## src/source/mfifoPkg.sv

```systemverilog
// Shared multi-FIFO package
// Sizes, vector types, the push request struct and the staging slot states
package mfifoPkg;

  // Number of logical FIFOs that share the data RAM
  localparam int NumFifos = 4;

  // Entries in the shared data RAM, and so in the pointer RAM too
  localparam int Depth = 16;

  // Width of one data word
  localparam int DataWidth = 16;

  // Address width for both RAMs
  localparam int AddrWidth = 4;

  // Width of a binary FIFO id
  localparam int FifoIdWidth = 2;

  // One data word as stored in the data RAM
  typedef logic [DataWidth-1:0] dataT;

  // An entry address, valid for the data RAM and the pointer RAM alike
  typedef logic [AddrWidth-1:0] addrT;

  // Logical FIFO id
  typedef logic [FifoIdWidth-1:0] fifoIdT;

  // Entry count from 0 up to Depth inclusive, hence one extra bit
  typedef logic [AddrWidth:0] countT;

  // Push request, the target FIFO travels with its data
  typedef struct packed {
    fifoIdT fifoId;
    dataT   data;
  } pushReqT;

  // Staging slot state
  // slotFilling means a RAM read is in flight for that FIFO
  typedef enum logic [1:0] {
    slotEmpty   = 2'd0,
    slotFilling = 2'd1,
    slotFull    = 2'd2
  } slotStateT;

endpackage

```

## src/source/flopRam.sv

```systemverilog
// Flop-based RAM with one write and one read port
// Read data is registered one cycle after the request and is write-first on collision
`timescale 1ns/1ps

module flopRam #(
  parameter int Width = 16
) (
  input  logic                 clk,
  input  logic                 arstN,
  input  logic                 wrValid,
  input  mfifoPkg::addrT       wrAddr,
  input  logic [Width-1:0]     wrData,
  input  logic                 rdValid,
  input  mfifoPkg::addrT       rdAddr,
  output logic [Width-1:0]     rdData
);

  // Storage array, one word per entry
  logic [Width-1:0] mem [mfifoPkg::Depth];

  // High when this cycle writes the very entry being read
  logic collide;

  assign collide = wrValid && (wrAddr == rdAddr);

  // Array write, the storage itself has no reset
  always_ff @(posedge clk) begin
    if (wrValid) begin
      mem[wrAddr] <= wrData;
    end
  end

  // Registered read port
  // On a collision the new word is forwarded so a link written this
  // cycle is seen by a read of the same address
  always_ff @(posedge clk or negedge arstN) begin
    if (!arstN) begin
      rdData <= '0;
    end else if (rdValid) begin
      if (collide) begin
        rdData <= wrData;
      end else begin
        rdData <= mem[rdAddr];
      end
    end
  end

endmodule

```

## src/source/freeList.sv

```systemverilog
// Free list of data RAM entries
// Circular queue of unused addresses, popped on allocation and appended on dealloc
`timescale 1ns/1ps

module freeList (
  input  logic           clk,
  input  logic           arstN,
  input  logic           allocTake,
  output mfifoPkg::addrT allocAddr,
  output logic           freeAvail,
  input  logic           deallocValid,
  input  mfifoPkg::addrT deallocAddr
);

  // Queue storage holds addresses, not data
  mfifoPkg::addrT queue [mfifoPkg::Depth];

  // Read and write indices wrap naturally because Depth is a power of two
  mfifoPkg::addrT rdIdx;
  mfifoPkg::addrT wrIdx;

  // Number of free addresses currently queued
  mfifoPkg::countT count;

  // Allocation only happens when an address is really there
  logic takeOk;

  assign takeOk    = allocTake && freeAvail;
  assign allocAddr = queue[rdIdx];

  // Availability is taken from the registered count only
  // An address returned this cycle cannot be handed out before the next one
  assign freeAvail = (count != '0);

  // Queue contents
  // At reset every entry is free, in ascending order
  always_ff @(posedge clk or negedge arstN) begin
    if (!arstN) begin
      for (int i = 0; i < mfifoPkg::Depth; i++) begin
        queue[i] <= mfifoPkg::addrT'(i);
      end
    end else if (deallocValid) begin
      queue[wrIdx] <= deallocAddr;
    end
  end

  // Indices and occupancy
  always_ff @(posedge clk or negedge arstN) begin
    if (!arstN) begin
      rdIdx <= '0;
      // The queue starts full, so the write index has wrapped onto the read index
      wrIdx <= '0;
      count <= mfifoPkg::countT'(mfifoPkg::Depth);
    end else begin
      if (takeOk) begin
        rdIdx <= rdIdx + mfifoPkg::addrT'(1);
      end
      if (deallocValid) begin
        wrIdx <= wrIdx + mfifoPkg::addrT'(1);
      end
      // Net change when both ends move in one cycle
      count <= count + mfifoPkg::countT'(deallocValid) - mfifoPkg::countT'(takeOk);
    end
  end

endmodule

```

## src/source/linkedListCtrl.sv

```systemverilog
// Linked-list controller for the shared multi-FIFO
// Keeps head, tail and count per FIFO and drives both RAMs on push and refill
`timescale 1ns/1ps

module linkedListCtrl (
  input  logic                          clk,
  input  logic                          arstN,
  input  logic                          pushAccept,
  input  mfifoPkg::fifoIdT              pushId,
  input  mfifoPkg::addrT                allocAddr,
  input  logic                          refillGrant,
  input  mfifoPkg::fifoIdT              refillId,
  output logic [mfifoPkg::NumFifos-1:0] listNonEmpty,
  output logic                          ptrWrValid,
  output mfifoPkg::addrT                ptrWrAddr,
  output mfifoPkg::addrT                ptrWrData,
  output logic                          rdValid,
  output mfifoPkg::addrT                rdAddr,
  input  mfifoPkg::addrT                ptrRdData,
  output logic                          deallocValid,
  output mfifoPkg::addrT                deallocAddr
);

  // Per-FIFO list state
  mfifoPkg::addrT  head  [mfifoPkg::NumFifos];
  mfifoPkg::addrT  tail  [mfifoPkg::NumFifos];
  mfifoPkg::countT count [mfifoPkg::NumFifos];

  // Read in flight, its data and next pointer arrive next cycle
  logic             pendValid;
  mfifoPkg::fifoIdT pendId;
  mfifoPkg::addrT   pendAddr;

  // Count of the FIFO being pushed, before this cycle's update
  logic pushToEmpty;

  assign pushToEmpty = (count[pushId] == '0);

  // A FIFO is nonempty while it has entries that no read has claimed yet
  always_comb begin
    for (int i = 0; i < mfifoPkg::NumFifos; i++) begin
      listNonEmpty[i] = (count[i] != '0);
    end
  end

  // Link the old tail to the new entry
  // Nothing to link when the list was empty
  assign ptrWrValid = pushAccept && !pushToEmpty;
  assign ptrWrAddr  = tail[pushId];
  assign ptrWrData  = allocAddr;

  // Both RAMs are read at the head of the granted FIFO
  assign rdValid = refillGrant;
  assign rdAddr  = head[refillId];

  // Once its data has left the RAM the entry goes back to the free list
  assign deallocValid = pendValid;
  assign deallocAddr  = pendAddr;

  // Record the read that was just issued
  always_ff @(posedge clk or negedge arstN) begin
    if (!arstN) begin
      pendValid <= 1'b0;
      pendId    <= '0;
      pendAddr  <= '0;
    end else begin
      pendValid <= refillGrant;
      if (refillGrant) begin
        pendId   <= refillId;
        pendAddr <= head[refillId];
      end
    end
  end

  // Head, tail and count update
  always_ff @(posedge clk or negedge arstN) begin
    if (!arstN) begin
      for (int i = 0; i < mfifoPkg::NumFifos; i++) begin
        head[i]  <= '0;
        tail[i]  <= '0;
        count[i] <= '0;
      end
    end else begin
      // Head advances to the link read along with the departing entry
      // When a push in the same cycle as that read hit a one-entry list,
      // the write-first pointer RAM already returned the new entry here
      if (pendValid) begin
        head[pendId] <= ptrRdData;
      end

      // Append on push
      // A push into a list that the last read emptied overrides the stale link
      if (pushAccept) begin
        tail[pushId] <= allocAddr;
        if (pushToEmpty) begin
          head[pushId] <= allocAddr;
        end
      end

      // Count follows the net effect of push and grant per FIFO
      for (int i = 0; i < mfifoPkg::NumFifos; i++) begin
        count[i] <= count[i]
                    + mfifoPkg::countT'(pushAccept && (pushId == mfifoPkg::fifoIdT'(i)))
                    - mfifoPkg::countT'(refillGrant && (refillId == mfifoPkg::fifoIdT'(i)));
      end
    end
  end

endmodule

```

## src/source/popStaging.sv

```systemverilog
// Pop-side staging for the shared multi-FIFO
// One slot per FIFO, round-robin refill from the single RAM read port
`timescale 1ns/1ps

module popStaging (
  input  logic                                          clk,
  input  logic                                          arstN,
  input  logic [mfifoPkg::NumFifos-1:0]                 listNonEmpty,
  output logic                                          refillGrant,
  output mfifoPkg::fifoIdT                              refillId,
  input  mfifoPkg::dataT                                rdData,
  output logic [mfifoPkg::NumFifos-1:0]                 popValid,
  input  logic [mfifoPkg::NumFifos-1:0]                 popReady,
  output mfifoPkg::dataT [mfifoPkg::NumFifos-1:0]       popData,
  output logic [mfifoPkg::NumFifos-1:0]                 popEmpty
);

  // Slot state and payload
  mfifoPkg::slotStateT state    [mfifoPkg::NumFifos];
  mfifoPkg::dataT      slotData [mfifoPkg::NumFifos];

  // Refill requests and pops of this cycle
  logic [mfifoPkg::NumFifos-1:0] refillReq;
  logic [mfifoPkg::NumFifos-1:0] popped;

  // Round-robin pointer, the first FIFO looked at next cycle
  mfifoPkg::fifoIdT rrPtr;

  // Grant seen one cycle ago, tells which slot the RAM data belongs to
  logic             fillValid;
  mfifoPkg::fifoIdT fillId;

  always_comb begin
    for (int i = 0; i < mfifoPkg::NumFifos; i++) begin
      popValid[i] = (state[i] == mfifoPkg::slotFull);
      popData[i]  = slotData[i];
      popped[i]   = popValid[i] && popReady[i];
      // An empty slot refills, and so does a full one that is leaving now
      refillReq[i] = listNonEmpty[i] &&
                     ((state[i] == mfifoPkg::slotEmpty) || popped[i]);
      // Nothing staged, nothing in flight and nothing left in the list
      popEmpty[i] = (state[i] == mfifoPkg::slotEmpty) && !listNonEmpty[i];
    end
  end

  // Round-robin arbiter, scans upward from rrPtr and wraps
  always_comb begin : rrArbiter
    mfifoPkg::fifoIdT candId;
    refillGrant = 1'b0;
    refillId    = rrPtr;
    for (int k = 0; k < mfifoPkg::NumFifos; k++) begin
      candId = rrPtr + mfifoPkg::fifoIdT'(k);
      if (!refillGrant && refillReq[candId]) begin
        refillGrant = 1'b1;
        refillId    = candId;
      end
    end
  end

  // Arbiter pointer and the grant record
  always_ff @(posedge clk or negedge arstN) begin
    if (!arstN) begin
      rrPtr     <= '0;
      fillValid <= 1'b0;
      fillId    <= '0;
    end else begin
      fillValid <= refillGrant;
      if (refillGrant) begin
        // Move past the FIFO just served
        rrPtr  <= refillId + mfifoPkg::fifoIdT'(1);
        fillId <= refillId;
      end
    end
  end

  // Slot state machines
  // Grant wins over pop so a popped slot goes straight to filling
  always_ff @(posedge clk or negedge arstN) begin
    if (!arstN) begin
      for (int i = 0; i < mfifoPkg::NumFifos; i++) begin
        state[i] <= mfifoPkg::slotEmpty;
      end
    end else begin
      for (int i = 0; i < mfifoPkg::NumFifos; i++) begin
        if (refillGrant && (refillId == mfifoPkg::fifoIdT'(i))) begin
          state[i] <= mfifoPkg::slotFilling;
        end else if (fillValid && (fillId == mfifoPkg::fifoIdT'(i))) begin
          state[i] <= mfifoPkg::slotFull;
        end else if (popped[i]) begin
          state[i] <= mfifoPkg::slotEmpty;
        end
      end
    end
  end

  // Slot payload, loaded as the RAM read data returns
  always_ff @(posedge clk) begin
    if (fillValid) begin
      slotData[fillId] <= rdData;
    end
  end

endmodule

```

## src/source/sharedMultiFifo.sv

```systemverilog
// Shared-storage multi-FIFO top level
// Four linked-list FIFOs over one 16-entry flop RAM with per-FIFO pop ports
`timescale 1ns/1ps

module sharedMultiFifo (
  input  logic                                    clk,
  input  logic                                    arstN,
  input  logic                                    pushValid,
  output logic                                    pushReady,
  input  mfifoPkg::pushReqT                       pushReq,
  output logic                                    pushFull,
  output logic [mfifoPkg::NumFifos-1:0]           popValid,
  input  logic [mfifoPkg::NumFifos-1:0]           popReady,
  output mfifoPkg::dataT [mfifoPkg::NumFifos-1:0] popData,
  output logic [mfifoPkg::NumFifos-1:0]           popEmpty
);

  // Push side
  logic           pushAccept;
  logic           freeAvail;
  mfifoPkg::addrT allocAddr;

  // Dealloc path from the controller back to the free list
  logic           deallocValid;
  mfifoPkg::addrT deallocAddr;

  // RAM control from the controller
  logic           ptrWrValid;
  mfifoPkg::addrT ptrWrAddr;
  mfifoPkg::addrT ptrWrData;
  logic           rdValid;
  mfifoPkg::addrT rdAddr;
  mfifoPkg::addrT ptrRdData;
  mfifoPkg::dataT dataRdData;

  // Refill arbitration between staging and controller
  logic                          refillGrant;
  mfifoPkg::fifoIdT              refillId;
  logic [mfifoPkg::NumFifos-1:0] listNonEmpty;

  // Push is possible exactly while a free entry exists
  assign pushReady  = freeAvail;
  assign pushFull   = !freeAvail;
  assign pushAccept = pushValid && freeAvail;

  freeList i_freeList (
    .clk, .arstN,
    .allocTake(pushAccept), .allocAddr, .freeAvail,
    .deallocValid, .deallocAddr
  );

  linkedListCtrl i_linkedListCtrl (
    .clk, .arstN,
    .pushAccept, .pushId(pushReq.fifoId), .allocAddr,
    .refillGrant, .refillId, .listNonEmpty,
    .ptrWrValid, .ptrWrAddr, .ptrWrData,
    .rdValid, .rdAddr, .ptrRdData,
    .deallocValid, .deallocAddr
  );

  // Push data lands at the allocated entry in the accept cycle
  flopRam #(.Width(mfifoPkg::DataWidth)) dataRam (
    .clk, .arstN,
    .wrValid(pushAccept), .wrAddr(allocAddr), .wrData(pushReq.data),
    .rdValid, .rdAddr, .rdData(dataRdData)
  );

  // Next-entry links, read at the same address as the data
  flopRam #(.Width(mfifoPkg::AddrWidth)) ptrRam (
    .clk, .arstN,
    .wrValid(ptrWrValid), .wrAddr(ptrWrAddr), .wrData(ptrWrData),
    .rdValid, .rdAddr, .rdData(ptrRdData)
  );

  popStaging i_popStaging (
    .clk, .arstN,
    .listNonEmpty, .refillGrant, .refillId, .rdData(dataRdData),
    .popValid, .popReady, .popData, .popEmpty
  );

endmodule

```

## config.mk

```make
export PLATFORM = sky130hd
export DESIGN_NAME = sharedMultiFifo
export DESIGN_NICKNAME = d
export VERILOG_FILES = /design/src/source/mfifoPkg.sv /design/src/source/flopRam.sv /design/src/source/freeList.sv /design/src/source/linkedListCtrl.sv /design/src/source/popStaging.sv /design/src/source/sharedMultiFifo.sv
export SDC_FILE = /design/constraint.sdc
export NUM_CORES = 1
export LEC_CHECK = 0
export BUFFER_PORTS_ARGS = -buffer_cell sky130_fd_sc_hd__buf_2
export CORE_ASPECT_RATIO = 0.9
export CORE_MARGIN = 2
export CORE_UTILIZATION = 35
export CTS_CLUSTER_SIZE = 8
export DETAILED_ROUTE_END_ITERATION = 7
export PLACE_DENSITY_LB_ADDON = 0.05
export SLEW_MARGIN = 10
export SYNTH_ARGS = -nofsm -noshare
export SYNTH_HDL_FRONTEND = slang
export SYNTH_SLANG_ARGS = --single-unit
```

## constraint.sdc

```tcl
create_clock -name clk -period 4.1 [get_ports clk]
set_clock_uncertainty 0.15 [all_clocks]
set_input_delay 0.205 -clock clk [delete_from_list [all_inputs] [get_ports clk]]
set_output_delay 0.205 -clock clk [all_outputs]
set_load 0.01 [all_outputs]
```

==> impl_metrics.sql <==
INSERT INTO impl_metrics (metric_group, metric, value, unit) VALUES
('run_status', 'outcome', 'finished clean', ''),
('timing', 'final.min_clock_period', '3.94', 'ns'),
('clock_tree', 'total_cts_buffers', '78', ''),
('placement', 'port_buffers', '98', ''),
('timing', 'finalHoldViolCount', '0', ''),
('clock_tree', 'worstSkewPairLatency', '0.62', 'ns'),
('setup_path', 'critical-path-slowest-cell', 'sky130_fd_sc_hd__or3_4', ''),
('timing', 'drv_slew', '0', ''),
('setup_path', 'worst-setup-path-type', 'register to register', ''),
('clock_tree', 'cts_clock_pin_slew_for_the_worst_setup_and_hold_paths', '0.05', 'ns'),
('synthesis', 'async_reset_ff_share', '30.2', '%'),
('timing', 'setup_total_negative_slack', '0', 'ns'),
('timing', 'setup_viol', '0', ''),
('worst_hold_path', 'holdCritPathClass', 'input pin to asynchronous set/reset pin', ''),
('global_routing', 'antenna_violations_before_repair', '1', ''),
('placement', 'routability_driven_placement_congestion_ratio', '0.807', ''),
('die', 'core_region_area', '65900', 'um2'),
('routing', 'drcViolationCount', '0', ''),
('synthesis', 'synth_area', '23400', 'um2'),
('routing', 'drt_iter0_drc', '1055', ''),
('clock_tree', 'cts.path.max_buffers', '3', ''),
('layout', 'post_route_cells_drive_above_1_share', '24.7', '%'),
('timing', 'worst_hold_slack_after_final_layout', '0.0956', 'ns'),
('synthesis', 'synth-warning-count', '0', ''),
('global_routing', 'overflow', '0', ''),
('global_routing', 'via_count_of_the_first_global_routing_pass', '15000', ''),
('synthesis', 'syn-mean-instance-area', '14.0', 'um2'),
('layout', 'antenna_cells_inserted', '0', ''),
('setup_path', 'worst_r2r_startpoint', 'i_linkedListCtrl.count[17]', ''),
('routing', 'avgRoutedWirePerCell', '23.8', 'um'),
('timing', 'final_min_period_over_clock_period', '96.0', '%'),
('setup_path', 'rrSetupSlack', '0.16', 'ns'),
('global_routing', 'grt_pass1_wl', '99700', 'um'),
('synthesis', 'sequential_share_of_the_synthesized_area', '67.1', '%'),
('die', 'ios', '99', ''),
('flow_run', 'drv.max_cap_violation_count', '0', ''),
('setup_path', 'worst_r2r_path_depth', '18', ''),
('placement', 'post-dp-hpwl', '41400', 'um'),
('layout', 'final_nets', '1959', ''),
('global_routing', 'globalRouteTotalUtil', '19.2', '%'),
('routing', 'via_density_per_instance', '5.27', ''),
('clock_tree', 'cts.htree.levels', '3', ''),
('setup_path', 'worst_setup_path_end_kind', 'register', ''),
('setup_path', 'signal_arrival_time_at_the_worst_endpoint', '4.29', 'ns'),
('synthesis', 'postSynthNetCount', '1740', ''),
('setup_path', 'crit_path_end', 'ptrRam.rdData[2]', ''),
('clock_tree', 'tritoncts_clock_tree', 'yes', ''),
('synthesis', 'ffs_latches_synth', '550', ''),
('synthesis', 'postSynth.topFlopCell', 'sky130_fd_sc_hd__edfxtp_1', ''),
('setup_path', 'worstPathRequired', '4.45', 'ns'),
('setup_path', 'worstSetupStartpoint', 'i_linkedListCtrl.count[17]', ''),
('die', 'die_x', '277', 'um'),
('setup_path', 'worst_path_largest_cell_delay', '0.39', 'ns'),
('layout', 'area_growth', '21.5', '%'),
('layout', 'fillers', '6062', ''),
('timing', 'max-slew-margin-rel', '23.8', '%'),
('synthesis', 'synth_cell_type_count', '80', ''),
('routing', 'number_of_routed_nets_with_antenna_violations', '0', ''),
('synthesis', 'synthCells', '1671', ''),
('die', 'placementRows', '89', ''),
('setup_path', 'critPathLaunchType', 'register', ''),
('timing', 'tightestPinTransition', '1.14', 'ns'),
('clock_tree', 'clock-sinks', '550', ''),
('routing', 'drtPass1Iterations', '6', ''),
('setup_path', 'critical-path-top-cell-by-count', 'sky130_fd_sc_hd__buf_4', ''),
('die', 'die_h', '249', 'um'),
('setup_path', 'critical_path.max_fanout', '21', ''),
('die', 'die-area', '69000', 'um2'),
('timing', 'fmax', '254', 'MHz'),
('synthesis', 'count_of_flip_flops_with_a_built_in_enable_after_synthesis', '384', ''),
('die', 'effective_utilization_at_floorplan', '35.5', '%'),
('routing', 'detail_route.wirelength', '66700', 'um'),
('clock_tree', 'clock-root-buffer', 'sky130_fd_sc_hd__clkbuf_16', ''),
('setup_path', 'cp_cell_sequence', 'inv_1 -> ha_1 -> nor4b_2 -> buf_4 -> or3_4 -> a2bb2oi_2 -> o22ai_2 -> buf_4 -> buf_4 -> o221ai_4 -> buf_4 -> clkbuf_16 -> and3_1 -> a211oi_1 -> a311oi_1 -> nor4_1 -> buf_4 -> a21oi_1', ''),
('setup_path', 'worst_r2r_endpoint', 'ptrRam.rdData[2]', ''),
('routing', 'num_vias', '14800', ''),
('global_routing', 'pin_count_of_the_biggest_net_entering_global_routing', '92', '');
-- critical path, delay by kind of cell, from the launching register on --
| kind | cells | cell delay (ns) |
|---|---|---|
| AO/OA/AOI/OAI | 6 | 1.01 |
| adder cells (fa/ha/maj) | 1 | 0.19 |
| AND/OR/NAND/NOR | 4 | 1.02 |
| buffers and inverters | 7 | 1.09 |
| flip-flops | 1 | 0.36 |
-- per-layer routing --
layer	GRT usage (%)	vias up	part of all wire, %
met4	5.02	0	1.8
met5	0	-	0
met2	28.1	319	43
met1	29.6	7573	51
li1	-	6802	-
met3	3.09	90	4.0
-- worst min path at each step --
stage,endpoint,slack [ns],from,depth (start not counted)
4_1_cts,i_linkedListCtrl.count[10],0.08,pushReq[17],5
2_1_floorplan,dataRam.rdData[0],-0.24,arstN,0
3_3_place_gp,i_freeList.queue[61],0.24,arstN,1
6_report,i_freeList.queue[61],0.1,arstN,2
5_1_grt,i_linkedListCtrl.count[10],0.11,pushReq[17],5
3_5_place_dp,i_freeList.queue[57],0.25,arstN,1
-- repair_timing --
item,in CTS,in global routing
cloned,0,2
setup endpoints to repair,4,24
pin swaps,0,8
resized for setup,1,21
hold buffers,22,0
endpoints found under the hold margin,337,0
setup buffers,0,8
-- state kept, by name, summed over array words and instances, names as in the netlist --
signal                        cells
dataRam.rdData                   16
ptrRam.mem                       64
i_popStaging.fillId               2
i_linkedListCtrl.head            16
i_freeList.wrIdx                  4
i_popStaging.state                8
ptrRam.rdData                     4
i_linkedListCtrl.deallocAddr      4
i_freeList.rdIdx                  4
i_freeList.queue                 64
i_linkedListCtrl.count           20
i_freeList.count                  5
i_popStaging.slotData            64
dataRam.mem                     256
i_popStaging.fillValid            1
i_popStaging.rrPtr                2
i_linkedListCtrl.tail            16
-- cells by family (layout without fill, tap and decap cells) --
family	after synthesis	after routing	share of synthesized area [%]
AND/OR/NAND/NOR	397	397	8.94
XOR/XNOR	32	32	1.20
flip-flops	550	550	67.1
adder cells (fa/ha/maj)	44	44	2.51
buffers and inverters	174	443	2.93
AO/OA/AOI/OAI	349	349	10.5
multiplexers	125	125	6.84
-- cell type report --
class / instances / area (um2) / share of cell area (%)
sequential: 550 / 15700 / 55.2
multi-input combinational: 947 / 7210 / 25.3
clock buffer: 123 / 2120 / 7.45
timing repair buffer: 234 / 1890 / 6.65
tap: 864 / 1080 / 3.80
inverter: 79 / 299 / 1.05
clock inverter: 7 / 139 / 0.488
-- layout by cell type, fill, tap and decap left out, types with 20 or more instances in the layout --
cell type	instances
sky130_fd_sc_hd__a211oi_1	138
sky130_fd_sc_hd__a21oi_1	48
sky130_fd_sc_hd__and3_1	126
sky130_fd_sc_hd__buf_12	21
sky130_fd_sc_hd__buf_2	97
sky130_fd_sc_hd__buf_4	89
sky130_fd_sc_hd__clkbuf_1	45
sky130_fd_sc_hd__clkbuf_16	80
sky130_fd_sc_hd__dfrtp_1	133
sky130_fd_sc_hd__dfstp_2	33
sky130_fd_sc_hd__dlygate4sd3_1	22
sky130_fd_sc_hd__edfxtp_1	384
sky130_fd_sc_hd__ha_1	38
sky130_fd_sc_hd__inv_1	75
sky130_fd_sc_hd__mux2_2	73
sky130_fd_sc_hd__mux2i_1	30
sky130_fd_sc_hd__mux4_2	20
sky130_fd_sc_hd__nand2_1	109
sky130_fd_sc_hd__nor2_1	50
sky130_fd_sc_hd__o21ai_0	73
sky130_fd_sc_hd__xnor2_1	24
-- cell usage after synthesis, types with 2 or more instances --
master | n | area share (%)
sky130_fd_sc_hd__nand3b_1 | 5 | 0.16
sky130_fd_sc_hd__clkinv_1 | 3 | 0.048
sky130_fd_sc_hd__and2_0 | 4 | 0.11
sky130_fd_sc_hd__inv_1 | 75 | 1.2
sky130_fd_sc_hd__mux2_2 | 73 | 3.5
sky130_fd_sc_hd__nand2b_1 | 3 | 0.080
sky130_fd_sc_hd__nor4_1 | 6 | 0.16
sky130_fd_sc_hd__edfxtp_1 | 384 | 49
sky130_fd_sc_hd__a21o_1 | 8 | 0.26
sky130_fd_sc_hd__clkbuf_1 | 75 | 1.2
sky130_fd_sc_hd__dfrtp_1 | 133 | 14
sky130_fd_sc_hd__nor2b_1 | 10 | 0.27
sky130_fd_sc_hd__a21oi_1 | 48 | 1.0
sky130_fd_sc_hd__and4_1 | 4 | 0.15
sky130_fd_sc_hd__a311oi_1 | 12 | 0.45
sky130_fd_sc_hd__ha_1 | 39 | 2.1
sky130_fd_sc_hd__nor3_1 | 15 | 0.32
sky130_fd_sc_hd__nand2_1 | 109 | 1.7
sky130_fd_sc_hd__xnor2_1 | 24 | 0.90
sky130_fd_sc_hd__o221ai_1 | 15 | 0.56
sky130_fd_sc_hd__o2111ai_1 | 15 | 0.56
sky130_fd_sc_hd__nor2_1 | 63 | 1.0
sky130_fd_sc_hd__buf_4 | 2 | 0.064
sky130_fd_sc_hd__a211oi_1 | 140 | 4.5
sky130_fd_sc_hd__mux4_2 | 20 | 1.9
sky130_fd_sc_hd__o211ai_1 | 2 | 0.064
sky130_fd_sc_hd__a22oi_1 | 2 | 0.064
sky130_fd_sc_hd__nand4_1 | 7 | 0.19
sky130_fd_sc_hd__mux2i_1 | 30 | 1.3
sky130_fd_sc_hd__xor2_1 | 8 | 0.30
sky130_fd_sc_hd__and2_1 | 17 | 0.45
sky130_fd_sc_hd__nor3b_1 | 3 | 0.096
sky130_fd_sc_hd__or2_2 | 2 | 0.053
sky130_fd_sc_hd__fa_1 | 5 | 0.43
sky130_fd_sc_hd__a32oi_1 | 2 | 0.075
sky130_fd_sc_hd__a221oi_1 | 2 | 0.075
sky130_fd_sc_hd__a2bb2oi_1 | 2 | 0.075
sky130_fd_sc_hd__o21bai_1 | 2 | 0.064
sky130_fd_sc_hd__buf_1 | 3 | 0.048
sky130_fd_sc_hd__dfstp_2 | 33 | 3.7
sky130_fd_sc_hd__o22ai_1 | 3 | 0.080
sky130_fd_sc_hd__buf_2 | 14 | 0.30
sky130_fd_sc_hd__o21ai_0 | 77 | 1.6
sky130_fd_sc_hd__nand3_1 | 11 | 0.23
sky130_fd_sc_hd__and3_1 | 126 | 3.4
-- per-stage QoR --
step / setup slack, ns / instance area (um2) / std cells / utilization (%)
floorplan: 0.104 / 23400 / 1671 / -
global placement: 0.0508 / 25800 / 2642 / 39.1
detailed placement: -0.0189 / 25800 / 2642 / 39.1
CTS: 0.0271 / 28300 / 2794 / 42.9
global route: -0.0291 / 28500 / 2804 / 43.2
finish: 0.163 / 28500 / 2804 / 43.2
Power is not shown: default switching activity piles up to over one toggle a cycle in this logic, so the estimate is an artifact.
